<file path="config.mk">
export PLATFORM = sky130hd
export DESIGN_NAME = spriteScene
export DESIGN_NICKNAME = d
export VERILOG_FILES = /design/src/videoPkg.sv /design/src/spritePkg.sv /design/src/spriteScene.sv /design/src/spriteMotion.sv /design/src/spriteRender.sv /design/src/spriteRom.sv /design/src/coordFifo.sv /design/src/rasterScan.sv
export SDC_FILE = /design/constraint.sdc
export NUM_CORES = 1
export LEC_CHECK = 0
export ABC_CLOCK_PERIOD_IN_PS = 6600
export BUFFER_PORTS_ARGS = -buffer_cell sky130_fd_sc_hd__buf_2
export CAP_MARGIN = 20
export CORE_ASPECT_RATIO = 0.75
export CORE_MARGIN = 2
export CORE_UTILIZATION = 61
export CTS_CLUSTER_DIAMETER = 50
export DETAILED_ROUTE_END_ITERATION = 12
export PLACE_DENSITY = 0.8
export SYNTH_ARGS = -nofsm -noshare
export SYNTH_HDL_FRONTEND = slang
export SYNTH_HIERARCHICAL = 1
export SYNTH_SLANG_ARGS = --single-unit
</file>
<file path="constraint.sdc">
create_clock -name clk -period 6.6 [get_ports clk]
set_input_delay 0.99 -clock clk [delete_from_list [all_inputs] [get_ports clk]]
set_output_delay 0.99 -clock clk [all_outputs]
set_load 0.03 [all_outputs]
</file>
<file path="src/spriteArt.hex">
// 4x4 sprite, one 24-bit RGB word per line (rrggbb), row major from the top-left
// 000000 is transparent
000000
c02010
c02020
000000
c03010
f0e030
f0e040
c03020
c04010
f0e050
f0e060
c04020
000000
20c040
20c050
000000

</file>
<file path="src/videoPkg.sv">
`default_nettype none

package videoPkg;

  // raster coordinates, wide enough for a full 640x480 frame
  typedef logic [9:0] coordX_t;
  typedef logic [8:0] coordY_t;

  // one colour word, red in the top byte
  typedef struct packed {
    logic [7:0] red;
    logic [7:0] green;
    logic [7:0] blue;
  } rgb_t;

  // coordinate record from the scanner
  // frameEnd marks the bottom-right pixel
  typedef struct packed {
    coordX_t x;
    coordY_t y;
    logic    frameEnd;
  } coord_t;

  // rendered pixel, colour is zero when hit is clear
  typedef struct packed {
    coordX_t x;
    coordY_t y;
    logic    hit;
    rgb_t    colour;
  } pixel_t;

endpackage

`default_nettype wire
</file>
<file path="src/spritePkg.sv">
`default_nettype none

package spritePkg;

  // sprite size, tied to the art in spriteArt.hex
  localparam int SPRITE_W = 4;
  localparam int SPRITE_H = 4;

  // one ROM word per sprite pixel, row major
  localparam int SPRITE_WORDS = SPRITE_W * SPRITE_H;

  typedef logic [3:0] romAddr_t;

  // diagonal motion, up-right moves x+1 and y-1
  typedef enum logic {
    dirDownLeft = 1'b0,
    dirUpRight  = 1'b1
  } dir_t;

  // top-left corner of the sprite box
  typedef struct packed {
    videoPkg::coordX_t x;
    videoPkg::coordY_t y;
  } spritePos_t;

endpackage

`default_nettype wire

</file>
<file path="src/spriteScene.sv">
`timescale 1ns/1ns
`default_nettype none

module spriteScene #(
  parameter int FRAME_W        = 16,
  parameter int FRAME_H        = 12,
  parameter int FIFO_DEPTH     = 4,
  parameter int REVERSE_FRAMES = 3
) (
  input  logic                  clk,
  input  logic                  reset,
  input  logic                  scanEnable,
  input  logic                  motionEnable,
  input  spritePkg::spritePos_t initPos,
  output videoPkg::pixel_t      pixelOut,
  output logic                  pixelValid,
  input  logic                  pixelReady
);
  import videoPkg::*;
  import spritePkg::*;

  // scanner to FIFO
  coord_t     scanCoord;
  logic       scanValid;
  logic       scanReady;
  // FIFO to renderer
  coord_t     fifoCoord;
  logic       fifoValid;
  logic       fifoReady;
  // renderer side channels
  spritePos_t spritePos;
  romAddr_t   romAddr;
  rgb_t       romData;
  logic       frameDone;

  rasterScan #(
    .FRAME_W(FRAME_W),
    .FRAME_H(FRAME_H)
  ) scan (
    .clk       (clk),
    .reset     (reset),
    .scanEnable(scanEnable),
    .coordOut  (scanCoord),
    .coordValid(scanValid),
    .coordReady(scanReady)
  );

  coordFifo #(
    .FIFO_DEPTH(FIFO_DEPTH)
  ) fifo (
    .clk     (clk),
    .reset   (reset),
    .inData  (scanCoord),
    .inValid (scanValid),
    .inReady (scanReady),
    .outData (fifoCoord),
    .outValid(fifoValid),
    .outReady(fifoReady)
  );

  spriteRender render (
    .clk       (clk),
    .reset     (reset),
    .coordIn   (fifoCoord),
    .coordValid(fifoValid),
    .coordReady(fifoReady),
    .spritePos (spritePos),
    .romAddr   (romAddr),
    .romData   (romData),
    .frameDone (frameDone),
    .pixelOut  (pixelOut),
    .pixelValid(pixelValid),
    .pixelReady(pixelReady)
  );

  spriteRom rom (
    .clk (clk),
    .addr(romAddr),
    .data(romData)
  );

  spriteMotion #(
    .FRAME_W       (FRAME_W),
    .FRAME_H       (FRAME_H),
    .REVERSE_FRAMES(REVERSE_FRAMES)
  ) motion (
    .clk         (clk),
    .reset       (reset),
    .initPos     (initPos),
    .motionEnable(motionEnable),
    .frameDone   (frameDone),
    .spritePos   (spritePos)
  );

endmodule

`default_nettype wire

</file>
<file path="src/spriteMotion.sv">
`timescale 1ns/1ns
`default_nettype none

module spriteMotion #(
  parameter int FRAME_W        = 16,
  parameter int FRAME_H        = 12,
  parameter int REVERSE_FRAMES = 3
) (
  input  logic                  clk,
  input  logic                  reset,
  input  spritePkg::spritePos_t initPos,
  input  logic                  motionEnable,
  input  logic                  frameDone,
  output spritePkg::spritePos_t spritePos
);
  import videoPkg::*;
  import spritePkg::*;

  // top-left limits that keep the whole box inside the frame
  localparam coordX_t X_MAX = coordX_t'(FRAME_W - SPRITE_W);
  localparam coordY_t Y_MAX = coordY_t'(FRAME_H - SPRITE_H);
  localparam int      CNT_W = $clog2(REVERSE_FRAMES + 1);

  dir_t             dir;
  logic [CNT_W-1:0] moveCount;
  logic             step;
  coordX_t          nextX;
  coordY_t          nextY;

  assign step = frameDone && motionEnable;

  // one diagonal step, each axis saturates at its limit
  always_comb begin
    if (dir == dirUpRight) begin
      nextX = (spritePos.x >= X_MAX) ? X_MAX : spritePos.x + 1'b1;
      nextY = (spritePos.y == '0) ? '0 : spritePos.y - 1'b1;
    end else begin
      nextX = (spritePos.x == '0) ? '0 : spritePos.x - 1'b1;
      nextY = (spritePos.y >= Y_MAX) ? Y_MAX : spritePos.y + 1'b1;
    end
  end

  always_ff @(posedge clk) begin
    if (reset) begin
      // start position sampled while reset is held
      spritePos <= initPos;
      dir       <= dirUpRight;
      moveCount <= '0;
    end else if (step) begin
      spritePos.x <= nextX;
      spritePos.y <= nextY;
      // clamped steps still count toward the turn
      if (moveCount == CNT_W'(REVERSE_FRAMES - 1)) begin
        moveCount <= '0;
        dir       <= (dir == dirUpRight) ? dirDownLeft : dirUpRight;
      end else begin
        moveCount <= moveCount + 1'b1;
      end
    end
  end

endmodule

`default_nettype wire

</file>
<file path="src/spriteRender.sv">
`timescale 1ns/1ns
`default_nettype none

module spriteRender (
  input  logic                  clk,
  input  logic                  reset,
  input  videoPkg::coord_t      coordIn,
  input  logic                  coordValid,
  output logic                  coordReady,
  input  spritePkg::spritePos_t spritePos,
  output spritePkg::romAddr_t   romAddr,
  input  videoPkg::rgb_t        romData,
  output logic                  frameDone,
  output videoPkg::pixel_t      pixelOut,
  output logic                  pixelValid,
  input  logic                  pixelReady
);
  import videoPkg::*;
  import spritePkg::*;

  // offsets into the box, wrap large when left of or above the sprite
  coordX_t  colOff;
  coordY_t  rowOff;
  logic     inBox;
  romAddr_t addrNext;
  logic     advance;
  logic     accept;
  logic     romHit;

  // stage one: box test result and ROM address
  logic     s1Valid;
  coordX_t  s1X;
  coordY_t  s1Y;
  logic     s1Inside;
  romAddr_t s1Addr;

  // ROM wait slot, lines up with the word coming back
  logic     s2Valid;
  coordX_t  s2X;
  coordY_t  s2Y;
  logic     s2Inside;
  romAddr_t s2Addr;

  // whole pipe moves when the output slot is empty or being taken
  assign advance    = !pixelValid || pixelReady;
  assign coordReady = advance;
  assign accept     = coordValid && advance;

  assign colOff = coordIn.x - spritePos.x;
  assign rowOff = coordIn.y - spritePos.y;
  assign inBox  = (coordIn.x >= spritePos.x) && (colOff < coordX_t'(SPRITE_W)) &&
                  (coordIn.y >= spritePos.y) && (rowOff < coordY_t'(SPRITE_H));
  assign addrNext = romAddr_t'(rowOff * SPRITE_W + colOff);

  // one cycle per frame, motion updates on this edge
  assign frameDone = accept && coordIn.frameEnd;

  // under stall the ROM rereads the word of the waiting item
  assign romAddr = advance ? s1Addr : s2Addr;

  // transparent words count as a miss
  assign romHit = s2Inside && (romData != '0);

  always_ff @(posedge clk) begin
    if (reset) begin
      s1Valid    <= 1'b0;
      s2Valid    <= 1'b0;
      pixelValid <= 1'b0;
    end else if (advance) begin
      s1Valid    <= coordValid;
      s2Valid    <= s1Valid;
      pixelValid <= s2Valid;
    end
  end

  // payload registers
  always_ff @(posedge clk) begin
    if (advance) begin
      s1X      <= coordIn.x;
      s1Y      <= coordIn.y;
      s1Inside <= inBox;
      s1Addr   <= addrNext;
      s2X      <= s1X;
      s2Y      <= s1Y;
      s2Inside <= s1Inside;
      s2Addr   <= s1Addr;
      pixelOut.x      <= s2X;
      pixelOut.y      <= s2Y;
      pixelOut.hit    <= romHit;
      pixelOut.colour <= romHit ? romData : '0;
    end
  end

endmodule

`default_nettype wire

</file>
<file path="src/spriteRom.sv">
`timescale 1ns/1ns
`default_nettype none

module spriteRom (
  input  logic                clk,
  input  spritePkg::romAddr_t addr,
  output videoPkg::rgb_t      data
);
  import videoPkg::*;
  import spritePkg::*;

  // sprite art, row major, zero words are transparent
  rgb_t art [SPRITE_WORDS];

  initial begin
    $readmemh("/design/src/spriteArt.hex", art);
  end

  // registered read, word appears one cycle after the address
  always_ff @(posedge clk) begin
    data <= art[addr];
  end

endmodule

`default_nettype wire

</file>
<file path="src/coordFifo.sv">
`timescale 1ns/1ns
`default_nettype none

module coordFifo #(
  parameter int FIFO_DEPTH = 4
) (
  input  logic             clk,
  input  logic             reset,
  input  videoPkg::coord_t inData,
  input  logic             inValid,
  output logic             inReady,
  output videoPkg::coord_t outData,
  output logic             outValid,
  input  logic             outReady
);
  import videoPkg::*;

  localparam int PTR_W = (FIFO_DEPTH > 1) ? $clog2(FIFO_DEPTH) : 1;
  localparam int CNT_W = $clog2(FIFO_DEPTH + 1);

  coord_t           mem [FIFO_DEPTH];
  logic [PTR_W-1:0] wrPtr;
  logic [PTR_W-1:0] rdPtr;
  logic [CNT_W-1:0] count;
  logic             doWrite;
  logic             doRead;

  // pointer step with wrap, depth need not be a power of two
  function automatic logic [PTR_W-1:0] nextPtr(input logic [PTR_W-1:0] ptr);
    if (ptr == PTR_W'(FIFO_DEPTH - 1)) begin
      return '0;
    end
    return ptr + 1'b1;
  endfunction

  assign inReady  = (count != CNT_W'(FIFO_DEPTH));
  assign outValid = (count != '0);
  assign outData  = mem[rdPtr];
  assign doWrite  = inValid && inReady;
  assign doRead   = outValid && outReady;

  // written entry is visible at the head one cycle later
  always_ff @(posedge clk) begin
    if (doWrite) begin
      mem[wrPtr] <= inData;
    end
  end

  always_ff @(posedge clk) begin
    if (reset) begin
      wrPtr <= '0;
      rdPtr <= '0;
      count <= '0;
    end else begin
      if (doWrite) begin
        wrPtr <= nextPtr(wrPtr);
      end
      if (doRead) begin
        rdPtr <= nextPtr(rdPtr);
      end
      // simultaneous push and pop keeps the count
      case ({doWrite, doRead})
        2'b10:   count <= count + 1'b1;
        2'b01:   count <= count - 1'b1;
        default: count <= count;
      endcase
    end
  end

endmodule

`default_nettype wire

</file>
<file path="src/rasterScan.sv">
`timescale 1ns/1ns
`default_nettype none

module rasterScan #(
  parameter int FRAME_W = 16,
  parameter int FRAME_H = 12
) (
  input  logic             clk,
  input  logic             reset,
  input  logic             scanEnable,
  output videoPkg::coord_t coordOut,
  output logic             coordValid,
  input  logic             coordReady
);
  import videoPkg::*;

  // last column and row of the frame
  localparam coordX_t LAST_X = coordX_t'(FRAME_W - 1);
  localparam coordY_t LAST_Y = coordY_t'(FRAME_H - 1);

  coordX_t xCount;
  coordY_t yCount;
  logic    lastPixel;
  logic    transfer;

  assign lastPixel = (xCount == LAST_X) && (yCount == LAST_Y);
  assign transfer  = coordValid && coordReady;

  // offer comes straight from the counters
  // counters only move on a transfer, so a stalled offer stays put
  assign coordOut.x        = xCount;
  assign coordOut.y        = yCount;
  assign coordOut.frameEnd = lastPixel;

  always_ff @(posedge clk) begin
    if (reset) begin
      xCount     <= '0;
      yCount     <= '0;
      coordValid <= 1'b0;
    end else begin
      // valid only follows the enable once the pending offer is gone
      if (!coordValid || coordReady) begin
        coordValid <= scanEnable;
      end
      if (transfer) begin
        if (xCount == LAST_X) begin
          xCount <= '0;
          // wrap to (0,0) right after the last pixel, no idle cycle
          if (yCount == LAST_Y) begin
            yCount <= '0;
          end else begin
            yCount <= yCount + 1'b1;
          end
        end else begin
          xCount <= xCount + 1'b1;
        end
      end
    end
  end

endmodule

`default_nettype wire

</file>
# Word level (Yosys, flattened, before mapping)
# Memories as Yosys holds them, arrays and structs flattened. A register that Yosys moved wholly into a read port is not among the register bits.
# Index checks and enable logic that the tools add are counted.
[totals] in_bits=24 latchBits=0 n_memories=1 elab_cells=104 output_inout_bits=45 ramBits=80 rom_bits=0 reg_bits=160
[classes] muxes=27 bitwise=0 n_eq_ne=8 div=0 add_sub_neg=13 n_shift=0 order_cmp=6 n_reduce_logical=21 n_mul=0
[mem_list] memory="fifo.mem" depth=4 word_bits=20 read_ports=1 rd_clocked_by_memory_dff=1 wr=1 line="coordFifo.sv:21" source="coord_t mem [FIFO_DEPTH];"
[ops] op="$mux W10" count=4
[ops] op="$mux W19" count=2
[ops] op="$mux W9" count=4
[ops] op="$reduce_bool A24 Y1" count=1
[ops] op="$add A10 B1 Y10 const B" count=2
[ops] op="$add A9 B1 Y9 const B" count=2
[ops] op="$mux W2" count=7
[ops] op="$eq A10 B4 Y1 const B" count=1
[ops] op="$ge A10 B10 Y1" count=1
[ops] op="$ge A10 B4 Y1 const B" count=1
[ops] op="$logic_not A10 Y1" count=1
[ops] op="$lt A10 B3 Y1 const B" count=1
[ops] op="$sub A10 B1 Y10 const B" count=1
[ops] op="$sub A10 B10 Y10" count=1
[ops] op="$eq A9 B4 Y1 const B" count=1
[ops] op="$ge A9 B4 Y1 const B" count=1
[ops] op="$ge A9 B9 Y1" count=1
[ops] op="$logic_and A1 B1 Y1" count=9
[ops] op="$logic_not A9 Y1" count=1
[ops] op="$lt A9 B3 Y1 const B" count=1
[ops] op="$mux W1" count=9
[ops] op="$sub A9 B1 Y9 const B" count=1
[ops] op="$sub A9 B9 Y9" count=1
[ops] op="$eq A2 B2 Y1 const B" count=4
[ops] op="11 further kinds" count=17

# Logic depth before layout (Yosys ltp)
[depth] word_depth=8 ltp_mapped=12 depth_no_buf=11

# By module
# The synthesis kept the hierarchy.
[by_module_without_submodules] module="spriteRender" seq_area_each_um2=2782.7 cells_each=285 area_each_um2=4027.6 n_inst=1
[by_module_without_submodules] module="coordFifo" seq_area_each_um2=2582.5 cells_each=156 area_each_um2=3367.0 n_inst=1
[by_module_without_submodules] module="spriteMotion" seq_area_each_um2=630.6 cells_each=145 area_each_um2=1437.6 n_inst=1
[by_module_without_submodules] module="rasterScan" seq_area_each_um2=400.4 cells_each=111 area_each_um2=934.6 n_inst=1
[by_module_without_submodules] module="spriteRom" seq_area_each_um2=0.0 cells_each=25 area_each_um2=183.9 n_inst=1

# Worst setup path after synthesis
# OpenSTA, ideal clock, no wires.
[synth_path] path_type="in2reg" startpoint="input pixelReady" endpoint="register fifo.count[2]" arrival_ps=4954 setup_slack_ps=1576 n_path_buf=1 setup_ps=70 stages=11 required_ps=6530 path_cell_list="nor2b_1 -> clkbuf_1 -> clkinv_1 -> o31ai_1 -> inv_1 -> ha_1 -> inv_1 -> fa_1 -> xor2_1 -> or3_2 -> a21oi_1"
[synth_between] elab_chain_cells=4 elab_cells_between_ends=6 classes_between="eq/ne: 2; mux: 1; reduce/logical: 3"
[synth_lines] item="from (decl)" line="spriteScene.sv:17" source="input logic pixelReady"
[synth_lines] item="$logic_or A1 B1 Y1 *" line="spriteRender.sv:45" source="assign advance = !pixelValid || pixelReady;"
[synth_lines] item="via fifoReady" line="spriteScene.sv:29" source="logic fifoReady;"
[synth_lines] item="$logic_and A1 B1 Y1 *" line="coordFifo.sv:40" source="assign doRead = outValid && outReady;"
[synth_lines] item="via fifo.doRead" line="coordFifo.sv:26" source="logic doRead;"
[synth_lines] item="$eq A2 B1 Y1 / $eq A2 B2 Y1 (equally long branches)" line="coordFifo.sv:62" source="case ({doWrite, doRead})"
[synth_lines] item="$pmux W3 S2 / $reduce_bool A2 Y1 (equally long branches)"
[synth_lines] item="to (signal assigned)" line="coordFifo.sv:63" source="2'b10: count <= count + 1'b1;"
[synth_lines] item="to (signal assigned)" line="coordFifo.sv:64" source="2'b01: count <= count - 1'b1;"
[synth_lines] item="to (signal assigned)" line="coordFifo.sv:65" source="default: count <= count;"
[synth_lines] item="to (decl)" line="coordFifo.sv:24" source="logic [CNT_W-1:0] count;"
# Mark *: on every way through the listed nets, which the timed path passes. The rest lies on a longest branch.
# A chain may end at the register's enable or synchronous reset.

==> flow_summary.json <==
{
  "cp.required_ns": 6.96,
  "outcome": "finished, final reports clean",
  "cp.buffers_inverters": 1,
  "die_w_um": 149,
  "clock_latency_ns": 0.50,
  "netlist_area_sq_um": 9660,
  "grt_pass1_wl_mm": 29.7,
  "cts_tree": "done",
  "cp_slowest_cell": "dfxtp_1",
  "drt_iter0_markers": 371,
  "hold_viol_final": 0,
  "relSlewSlack_pct": 30.3,
  "cts_buffers": 22,
  "power.leakage_nw": 4.23,
  "io_buffers": 68,
  "fin_crit_sh_pct": 55.9,
  "power.density_nw_per_um2": 388,
  "whs_endpoint": "render/s2X[7]",
  "row_count": 39,
  "min_from": "render/s1X[7]",
  "cp_cell_sequence": "mux4_2, inv_1, ha_1, fa_1, or2b_1, a21oi_1, mux2_2, or3_1, nor4_1, and4_1",
  "dieArea_sq_um": 16900,
  "clockBufferDepth": 3,
  "num-fill-cells": 1043,
  "r2r-end": "render/s1Inside",
  "vias": 5779,
  "io_pins": 69,
  "drc": 0,
  "routedWlPerCell_um": 18.6,
  "area_growth_pct": 12.1,
  "tightest_slew_ns": 1.05,
  "clk_pin_slew_ns": 0.06,
  "nets": 834,
  "cts-resized-gates": 0,
  "grt_util_all_layers_pct": 22.8,
  "rsz0062_at_grt": "no",
  "grt_max_degree": 88,
  "syn_inst": 696,
  "antenna_found_initial": 0,
  "clock-sinks": 218,
  "fp.coreArea_sq_um": 15400,
  "gp_congestion": 0.864,
  "postCtsHoldBufs": 0,
  "reg2reg_depth": 10,
  "ir_drop_uv": 220,
  "worst-path-max-fanout": 20,
  "min_path_type": "reg2reg",
  "cp.arrival_ns": 4.05,
  "wl_mm": 18.5,
  "period_minus_slack_ns": 3.69,
  "slowest_delay_ns": 0.96,
  "die_h_um": 113,
  "finalSetupViolations": 0,
  "drv_slew": 0,
  "fin_skew_ns": 0.0116,
  "worstHoldPathCells": 0,
  "avgSynthCellArea_sq_um": 13.9,
  "crit_type": "reg2reg",
  "via_per_inst": 5.80,
  "dpl_cell_area_sq_um": 10100,
  "critPathLaunchType": "register",
  "drtPass1Iterations": 5,
  "timing.setup.tns_ns": 0,
  "cp_top_family": "simple AND/OR/NAND/NOR gates",
  "grt_overflow": 0,
  "antenna_cells": 0,
  "final_util_pct": 70.5,
  "yosys_warnings": 6,
  "end_kind": "register",
  "cap_violations": 0,
  "drtAntennaViolNets": 0,
  "postCtsSetupBuffers": 0,
  "final_area_sq_um": 10800,
  "htree_levels": 1,
  "fmax_mhz": 271,
  "cts_root_buf": "clkbuf_16",
  "rrSetupSlack_ns": 2.91,
  "drive_gt1_share_pct": 18.7,
  "dp_hpwl_mm": 12.4,
  "initial_core_util_pct": 62.9,
  "grt_pass1_vias": 5675
}
==> state kept, by name, summed over array words and instances (netlist names), named ones only <==
name               count
render/s1Y             9
fifo/mem              80
fifo/rdPtr             2
render/s2Inside        1
render/s1Inside        1
render/s2Valid         1
scan/coordValid        1
motion/spritePos      19
motion/dir             1
scan/yCount            9
scan/xCount           10
render/s2X            10
render/pixelValid      1
render/pixelOut       44
render/s1Valid         1
fifo/count             3
render/s2Y             9
fifo/wrPtr             2
motion/moveCount       2
render/s1X            10
==> worst reg2reg max path, cell delays in order (launching register included) <==
cell and delay, ns:
dfxtp_1 0.96, mux4_2 0.40, inv_1 0.05, ha_1 0.23, fa_1 0.41, or2b_1 0.23
a21oi_1 0.19, mux2_2 0.35, or3_1 0.35, nor4_1 0.17, and4_1 0.22
==> cells in the final DEF (no fill, tap or decap), types with 5 or more instances in the layout <==
| cell | n |
|---|---|
| clkinv_1 | 5 |
| dfxtp_1 | 35 |
| or3_1 | 9 |
| nor3b_1 | 5 |
| nand4_1 | 8 |
| buf_2 | 68 |
| o31ai_1 | 9 |
| and3_1 | 5 |
| nor3_1 | 9 |
| a21o_1 | 6 |
| nand3_1 | 7 |
| ha_1 | 31 |
| o21ai_0 | 22 |
| xnor2_1 | 15 |
| edfxtp_1 | 183 |
| or2_2 | 5 |
| mux4_2 | 20 |
| nand2b_1 | 9 |
| clkbuf_16 | 23 |
| a211o_1 | 6 |
| inv_1 | 41 |
| nand2_1 | 40 |
| and2_1 | 26 |
| conb_1 | 24 |
| mux2i_1 | 6 |
| a21oi_1 | 33 |
| nor2_1 | 39 |
| nor4_1 | 10 |
| xor2_1 | 13 |
==> metrics by stage <==
stage	cells	hold WS, ns	setup WS (ns)	total power [W]
2_1_floorplan	719	0.400	1.87	0.00275
3_3_place_gp	955	0.404	3.03	0.00298
3_5_place_dp	956	0.405	2.95	0.00303
4_1_cts	996	0.416	2.90	0.00421
5_1_grt	997	0.426	2.69	0.00441
6_report	997	0.414	2.91	0.00420
==> worst max-delay path by stage <==
| stage | start | end | slack [ns] | cells past startpoint |
|---|---|---|---|---|
| after floorplan | pixelReady | fifo/count[2] | 1.87 | 11 |
| after global placement | register | render/s1Inside | 3.03 | 10 |
| after detailed placement | register | render/s1Inside | 2.95 | 10 |
| after CTS | register | render/s1Inside | 2.90 | 10 |
| after global routing | register | render/s1Inside | 2.69 | 10 |
| final | register | render/s1Inside | 2.91 | 10 |
==> area by class of cell <==
| class | instances | area (sq um) | area share, % |
|---|---|---|---|
| Sequential cell | 218 | 6200 | 57.2 |
| Multi-Input combinational cell | 419 | 3130 | 28.9 |
| Clock buffer | 26 | 587 | 5.42 |
| Timing Repair Buffer | 73 | 400 | 3.70 |
| Tap cell | 205 | 256 | 2.37 |
| Inverter | 42 | 159 | 1.47 |
| Clock inverter | 14 | 105 | 0.971 |
==> per-layer routing <==
| metal | wire length [um] | global-route usage (%) | up-vias | part of all wire (%) |
|---|---|---|---|---|
| met1 | 7920 | 31.0 | 2829 | 43 |
| met2 | 8970 | 37.8 | 178 | 48 |
| met5 | 0 | 0 | - | 0 |
| met3 | 1130 | 4.27 | 37 | 6.1 |
| met4 | 493 | 6.73 | 0 | 2.7 |
| li1 | - | - | 2735 | - |
==> report_power, final <==
| group | switching (W) | internal, W |
|---|---|---|
| sequential | 0.000144 | 0.00181 |
| combinational | 0.000650 | 0.000419 |
| clock | 0.000501 | 0.000679 |
| total | 0.00129 | 0.00291 |
(Power assumes the default switching activity.)
